===== config.mk =====
export PLATFORM = sky130hd
export DESIGN_NAME = spi_regs_top
export DESIGN_NICKNAME = d
export VERILOG_FILES = /design/src/common/spi_regs_pkg.sv /design/src/spi_core/spi_sync_edge.sv /design/src/spi_core/spi_rx_deser.sv /design/src/spi_core/spi_tx_ser.sv /design/src/verilog/spi_reg_ctrl.sv /design/src/verilog/spi_regs_top.sv
export VERILOG_INCLUDE_DIRS = /design/src /design/src/common
export SDC_FILE = /design/constraint.sdc
export NUM_CORES = 1
export LEC_CHECK = 0
export BUFFER_PORTS_ARGS = -buffer_cell sky130_fd_sc_hd__buf_4
export CAP_MARGIN = 0
export CORE_MARGIN = 2
export CORE_UTILIZATION = 40
export DETAILED_ROUTE_END_ITERATION = 8
export PLACE_DENSITY_LB_ADDON = 0.25
export SLEW_MARGIN = 20
export SYNTH_ARGS = -nofsm -noshare
export SYNTH_HDL_FRONTEND = slang
export SYNTH_SLANG_ARGS = --single-unit

===== constraint.sdc =====
create_clock -name aclk -period 2.6 [get_ports aclk]
set_input_delay 0.78 -clock aclk [delete_from_list [all_inputs] [get_ports aclk]]
set_output_delay 0.78 -clock aclk [all_outputs]
set_load 0.02 [all_outputs]

===== src/common/spi_regs_cfg.svh =====
`ifndef SPI_REGS_CFG_SVH
`define SPI_REGS_CFG_SVH

// --------------------------------------------------
// SPI mode
// --------------------------------------------------

// Idle level of SCK
`define SPI_CPOL 1'b0

// Data changes on the leading edge when set
`define SPI_CPHA 1'b1

// --------------------------------------------------
// Register bank
// --------------------------------------------------

`define SPI_REG_COUNT 16
`define SPI_ADDR_W 4

`endif


===== src/common/spi_regs_pkg.sv =====
`include "spi_regs_cfg.svh"

package spi_regs_pkg;

    // --------------------------------------------------
    // Frame words
    // --------------------------------------------------

    // Command byte, first of every frame
    typedef struct packed {
        logic                   rd;
        logic [2:0]             rsvd;
        logic [`SPI_ADDR_W-1:0] addr;
    } spi_cmd_t;

    // Same received byte, command or data depending on position
    typedef union packed {
        spi_cmd_t   cmd;
        logic [7:0] data;
    } spi_word_u;

    // One received byte and its position in the frame
    typedef struct packed {
        spi_word_u word;
        logic      first;
    } spi_rx_beat_t;

    // --------------------------------------------------
    // Register bank
    // --------------------------------------------------

    // Element 0 sits in the low byte
    typedef logic [`SPI_REG_COUNT-1:0][7:0] spi_regs_t;

endpackage


===== src/spi_core/spi_sync_edge.sv =====
`timescale 1ns/100ps

`include "spi_regs_cfg.svh"

module spi_sync_edge (
    input  logic aclk,
    input  logic aresetn,
    input  logic sck,
    input  logic ss_n,
    input  logic mosi,
    output logic capture_stb,
    output logic output_stb,
    output logic frame_active,
    output logic mosi_s
);

    // Modes 1 and 2 sample on the falling edge
    localparam logic CAPTURE_ON_FALL = `SPI_CPOL ^ `SPI_CPHA;

    logic [1:0] sck_sync;
    logic [1:0] ss_sync;
    logic [1:0] mosi_sync;
    logic       sck_d;
    logic       sck_rise;
    logic       sck_fall;

    // --------------------------------------------------
    // Two-flop synchronizers
    // --------------------------------------------------

    // SCK starts at its idle level, SS deselected
    always_ff @(posedge aclk) begin
        if (!aresetn) begin
            sck_sync <= {2{`SPI_CPOL}};
            ss_sync  <= 2'b11;
            sck_d    <= `SPI_CPOL;
        end else begin
            sck_sync <= {sck_sync[0], sck};
            ss_sync  <= {ss_sync[0], ss_n};
            sck_d    <= sck_sync[1];
        end
    end

    always_ff @(posedge aclk) begin
        mosi_sync <= {mosi_sync[0], mosi};
    end

    assign mosi_s       = mosi_sync[1];
    assign frame_active = !ss_sync[1];

    // --------------------------------------------------
    // Edge strobes
    // --------------------------------------------------

    assign sck_rise = sck_sync[1] && !sck_d && frame_active;
    assign sck_fall = !sck_sync[1] && sck_d && frame_active;

    assign capture_stb = CAPTURE_ON_FALL ? sck_fall : sck_rise;
    assign output_stb  = CAPTURE_ON_FALL ? sck_rise : sck_fall;

endmodule


===== src/spi_core/spi_rx_deser.sv =====
`timescale 1ns/100ps

module spi_rx_deser (
    input  logic                       aclk,
    input  logic                       aresetn,
    input  logic                       capture_stb,
    input  logic                       frame_active,
    input  logic                       mosi_s,
    output spi_regs_pkg::spi_rx_beat_t rx_beat,
    output logic                       rx_stb
);

    logic [6:0] rx_shift;
    logic [2:0] bit_cnt;
    logic       first_byte;

    // --------------------------------------------------
    // Bit counter
    // --------------------------------------------------

    // Held at zero between frames so a cut byte is dropped
    always_ff @(posedge aclk) begin
        if (!aresetn || !frame_active) begin
            bit_cnt <= 3'd0;
        end else if (capture_stb) begin
            bit_cnt <= bit_cnt + 3'd1;
        end
    end

    // MSB first, newest bit at the bottom
    always_ff @(posedge aclk) begin
        if (capture_stb) begin
            rx_shift <= {rx_shift[5:0], mosi_s};
        end
    end

    // --------------------------------------------------
    // Frame position
    // --------------------------------------------------

    always_ff @(posedge aclk) begin
        if (!aresetn || !frame_active) begin
            first_byte <= 1'b1;
        end else if (rx_stb) begin
            first_byte <= 1'b0;
        end
    end

    // Last bit comes straight from the pin side
    assign rx_stb  = capture_stb && (bit_cnt == 3'd7);
    assign rx_beat = {rx_shift, mosi_s, first_byte};

endmodule


===== src/spi_core/spi_tx_ser.sv =====
`timescale 1ns/100ps

`include "spi_regs_cfg.svh"

module spi_tx_ser (
    input  logic       aclk,
    input  logic       aresetn,
    input  logic       output_stb,
    input  logic       frame_active,
    input  logic       ss_n,
    input  logic [7:0] tx_word,
    output logic       miso,
    output logic       miso_oe
);

    // Phase 1 loads on the first output edge of a slot,
    // phase 0 on the last one, ahead of the next slot
    localparam logic [2:0] LOAD_CNT = `SPI_CPHA ? 3'd0 : 3'd7;

    logic [2:0] bit_cnt;
    logic       past_first;
    logic [7:0] tx_shift;
    logic       load;

    // --------------------------------------------------
    // Slot tracking
    // --------------------------------------------------

    always_ff @(posedge aclk) begin
        if (!aresetn || !frame_active) begin
            bit_cnt <= 3'd0;
        end else if (output_stb) begin
            bit_cnt <= bit_cnt + 3'd1;
        end
    end

    // Set once the command slot has been shifted out
    always_ff @(posedge aclk) begin
        if (!aresetn || !frame_active) begin
            past_first <= 1'b0;
        end else if (output_stb && (bit_cnt == 3'd7)) begin
            past_first <= 1'b1;
        end
    end

    // Command slot keeps the cleared register, so it sends 0x00
    assign load = output_stb && (bit_cnt == LOAD_CNT) && (!`SPI_CPHA || past_first);

    // --------------------------------------------------
    // Shift register
    // --------------------------------------------------

    always_ff @(posedge aclk) begin
        if (!aresetn || !frame_active) begin
            tx_shift <= 8'h00;
        end else if (load) begin
            tx_shift <= tx_word;
        end else if (output_stb) begin
            tx_shift <= {tx_shift[6:0], 1'b0};
        end
    end

    assign miso = tx_shift[7];

    // Driven straight from the pin, no sync delay
    assign miso_oe = !ss_n;

endmodule


===== src/verilog/spi_reg_ctrl.sv =====
`timescale 1ns/100ps

`include "spi_regs_cfg.svh"

module spi_reg_ctrl (
    input  logic                       aclk,
    input  logic                       aresetn,
    input  logic                       rx_stb,
    input  spi_regs_pkg::spi_rx_beat_t rx_beat,
    output logic [7:0]                 tx_word,
    output spi_regs_pkg::spi_regs_t    regs
);

    import spi_regs_pkg::*;

    spi_cmd_t               cmd;
    logic                   rd_mode;
    logic [`SPI_ADDR_W-1:0] addr;
    logic [`SPI_ADDR_W-1:0] addr_next;
    logic                   cmd_stb;
    logic                   data_stb;

    // --------------------------------------------------
    // Beat decode
    // --------------------------------------------------

    assign cmd = rx_beat.word.cmd;

    assign cmd_stb  = rx_stb && rx_beat.first;
    assign data_stb = rx_stb && !rx_beat.first;

    // Wraps at the top of the bank
    assign addr_next = addr + 1'b1;

    // --------------------------------------------------
    // Frame state
    // --------------------------------------------------

    always_ff @(posedge aclk) begin
        if (!aresetn) begin
            rd_mode <= 1'b0;
            addr    <= '0;
        end else if (cmd_stb) begin
            rd_mode <= cmd.rd;
            addr    <= cmd.addr;
        end else if (data_stb) begin
            addr <= addr_next;
        end
    end

    // --------------------------------------------------
    // Read data
    // --------------------------------------------------

    // Next slot's byte, ready one cycle after the strobe
    always_ff @(posedge aclk) begin
        if (!aresetn) begin
            tx_word <= 8'h00;
        end else if (cmd_stb) begin
            tx_word <= cmd.rd ? regs[cmd.addr] : 8'h00;
        end else if (data_stb && rd_mode) begin
            tx_word <= regs[addr_next];
        end
    end

    // --------------------------------------------------
    // Register bank
    // --------------------------------------------------

    always_ff @(posedge aclk) begin
        if (!aresetn) begin
            regs <= '0;
        end else if (data_stb && !rd_mode) begin
            regs[addr] <= rx_beat.word.data;
        end
    end

endmodule


===== src/verilog/spi_regs_top.sv =====
`timescale 1ns/100ps

module spi_regs_top (
    input  logic                    aclk,
    input  logic                    aresetn,
    input  logic                    sck,
    input  logic                    ss_n,
    input  logic                    mosi,
    output logic                    miso,
    output logic                    miso_oe,
    output spi_regs_pkg::spi_regs_t regs
);

    import spi_regs_pkg::*;

    logic         capture_stb;
    logic         output_stb;
    logic         frame_active;
    logic         mosi_s;
    spi_rx_beat_t rx_beat;
    logic         rx_stb;
    logic [7:0]   tx_word;

    // --------------------------------------------------
    // Pin side
    // --------------------------------------------------

    spi_sync_edge u_sync_edge (
        .aclk         (aclk),
        .aresetn      (aresetn),
        .sck          (sck),
        .ss_n         (ss_n),
        .mosi         (mosi),
        .capture_stb  (capture_stb),
        .output_stb   (output_stb),
        .frame_active (frame_active),
        .mosi_s       (mosi_s)
    );

    spi_rx_deser u_rx_deser (
        .aclk         (aclk),
        .aresetn      (aresetn),
        .capture_stb  (capture_stb),
        .frame_active (frame_active),
        .mosi_s       (mosi_s),
        .rx_beat      (rx_beat),
        .rx_stb       (rx_stb)
    );

    // --------------------------------------------------
    // Protocol and output
    // --------------------------------------------------

    spi_reg_ctrl u_reg_ctrl (
        .aclk    (aclk),
        .aresetn (aresetn),
        .rx_stb  (rx_stb),
        .rx_beat (rx_beat),
        .tx_word (tx_word),
        .regs    (regs)
    );

    spi_tx_ser u_tx_ser (
        .aclk         (aclk),
        .aresetn      (aresetn),
        .output_stb   (output_stb),
        .frame_active (frame_active),
        .ss_n         (ss_n),
        .tx_word      (tx_word),
        .miso         (miso),
        .miso_oe      (miso_oe)
    );

endmodule


==> flow_metrics.tcl <==
set metrics [dict create \
    status "finished clean" \
    slew-limit-headroom_pct 37.3 \
    setup_viol 0 \
    fin_skew_ns 0.0111 \
    die_w_um 152 \
    fp.dieH_um 152 \
    ant_nets 0 \
    worstSkewPairLatency_ns 0.44 \
    cts_root_buf "clkbuf_16" \
    cp-start-kind "flip-flop" \
    worst_pin_slew_ns 0.938 \
    io_buffers 134 \
    slew_violations 0 \
    grt_pass1_vias 7266 \
    pin_count 135 \
    cts_hold_buf 0 \
    synth-seq-cells 171 \
    place_hpwl_mm 20.6 \
    netlist-cell-type-count 43 \
    htreeDepth 4 \
    period_share_pct 92.3 \
    grt_pass1_wl_mm 44.2 \
    ys_seq_area_share_pct 39.8 \
    synth-async-reset-ratio_pct 0 \
    drcViolationCount 0 \
    overflow 0 \
    endpoint_kind "flip-flop" \
    powerDensity_nw_per_um2 506 \
    yosysMostFrequentCell "dfxtp_1" \
    clkTransAtPathRegs_ns 0.07 \
    place.gp.congestion 0.924 \
    synth-main-ff-cell "dfxtp_1" \
    drt_pass1_iterations 6 \
    drive_above_1_share_pct 26.8 \
    synth_area_um2 8780 \
    cts_sinks 171 \
    crit_type "flip-flop to flip-flop" \
    maxCapViolCount 0 \
    ys_top_cells_by_area "dfxtp_1, mux4_2, mux2i_1, a21boi_0, nand3_1" \
    leakage_nw 4.10 \
    synth_nets 907 \
    cp_max_fo 25 \
    post_cts_buffers 0 \
    synth_top_area_share_pct 37.4 \
    cts_tree "done" \
    nFillCells 2030 \
    grt_max_degree 64 \
    rsz0062_at_grt "no" \
    first_iter_violations 780 \
    fin_nets 1014 \
    diodes 0 \
    crit_required_ns 2.93 \
    avgSynthCellArea_um2 9.83 \
    rows 54 \
    wire_per_inst_um 22.0 \
    ys_top_cells_by_count "dfxtp_1, nand2_1, nand3_1" \
    peakVddDrop_mv 0.362 \
    ctsResizeCount 0 \
    start_util_pct 40.5 \
    num_vias 7529 \
    syn_inst 893 \
    tns_ns 0 \
    ys_warn_count 0 \
    area_growth_pct 22.0 \
    finalHoldViolations 0 \
    core_area_um2 21700 \
    max_freq_ghz 0.417 \
    antenna_found_initial 0 \
    min_path_type "flip-flop to flip-flop" \
    postLayoutCoreUtil_pct 49.4 \
    critical_path_arrival_ns 2.73 \
    cts_buffer_depth 2 \
    finalCriticalPeriod_ns 2.40 \
    die-area_um2 23100 \
    routed_wl_mm 28.4 \
    cts_buffers 17 \
    yosys.area.top_type "dfxtp_1" \
    synth_edf_count 7 \
    grtUsageTotal_pct 24.4 \
    vias_per_cell 5.82 \
]
==> registers in the layout, summed over array words and instances (netlist names), 2 cells and up <==
name and count:
u_reg_ctrl.addr 4, u_rx_deser.rx_shift 7, u_rx_deser.bit_cnt 3, u_sync_edge.ss_sync 2, u_tx_ser.bit_cnt 3, u_tx_ser.tx_shift 8, u_reg_ctrl.tx_word 8, u_reg_ctrl.regs 128
u_sync_edge.sck_sync 2, u_sync_edge.mosi_sync 2
==> worst max-delay path, stage by stage, from the launching register on <==
cell and delay, ns:
dfxtp_1 0.40, clkinv_1 0.11, ha_2 0.38, buf_12 0.24, mux4_2 0.56, mux2i_1 0.24, o22ai_1 0.13, o221a_2 0.24
==> report_power, final <==
part / total, W / switching (W) / internal, W
Combinational: 0.000117 / 0.0000593 / 0.0000576
Clock: 0.00265 / 0.00120 / 0.00146
Sequential: 0.00265 / 0.0000126 / 0.00264
==> worst paths after layout <==
kind | startpoint | end | slack [ns] | cells after the start
worst max register to register | u_reg_ctrl.addr[0] | u_reg_ctrl.tx_word[3] | 0.20 | 7
worst max-delay path | u_reg_ctrl.addr[0] | u_reg_ctrl.tx_word[3] | 0.20 | 7
worst min-delay path | u_sync_edge.mosi_sync[0] | u_sync_edge.mosi_sync[1] | 0.33 | 0
worst min register to register | u_sync_edge.mosi_sync[0] | u_sync_edge.mosi_sync[1] | 0.33 | 0
==> cells by family after synthesis <==
family	share of synthesized area, %
AOI/OAI and AO/OA	12.9
DFF	39.8
adders and majority gates	1.28
xor gates and xnor gates	0.485
and+or+nand+nor	18.3
muxes	22.7
buffers and inverters	4.48
==> final cells by class <==
type                       count  area (um^2)  share of cell area [%]
inverter                      10         37.5                   0.350
clock buffer                  17          425                    3.97
tap                          280          350                    3.27
timing repair buffer         169         1320                    12.3
clock inverter                15          174                    1.62
multi-input combinational    631         4910                    45.8
sequential                   171         3500                    32.7
==> cell usage in the layout, fill, tap and decap left out, types with 2 or more instances in the layout <==
master	n
a211oi_1	4
a21boi_0	98
a21oi_1	4
a22oi_1	16
a311oi_1	7
and2_1	7
and3_1	4
buf_12	4
buf_4	165
bufinv_16	2
clkbuf_16	17
clkinv_2	2
dfxtp_1	163
edfxtp_1	7
ha_1	8
inv_1	9
inv_6	8
inv_8	3
mux2_2	4
mux2i_1	77
mux4_1	2
mux4_2	50
nand2_1	132
nand2b_1	4
nand3_1	113
nand3_2	4
nand3b_1	3
nor2_1	19
nor2b_1	41
nor2b_2	2
o21ai_0	2
o221a_2	4
o221ai_1	4
o22ai_1	8
xnor2_1	2
==> routing by layer <==
layer,vias up,share of wire (%),GRT usage (%)
met1,3678,41,32.3
met4,0,2.8,8.63
met2,341,49,40.0
met5,-,0,0
met3,61,7.3,4.89
li1,3449,-,-
==> through the flow <==
step           std cells  power, W  cell area (um^2)  worst slack [ns]  hold slack (ns)
6_report            1293   0.00542             10700             0.200            0.331
3_3_place_gp        1261   0.00283             10100             0.264            0.311
2_1_floorplan        893   0.00280              8780             0.104            0.310
5_1_grt             1293   0.00556             10700             0.120            0.337
4_1_cts             1293   0.00544             10700             0.225            0.335
3_5_place_dp        1261   0.00283             10100             0.237            0.324
Note: power is estimated with default switching activity, not from simulation.
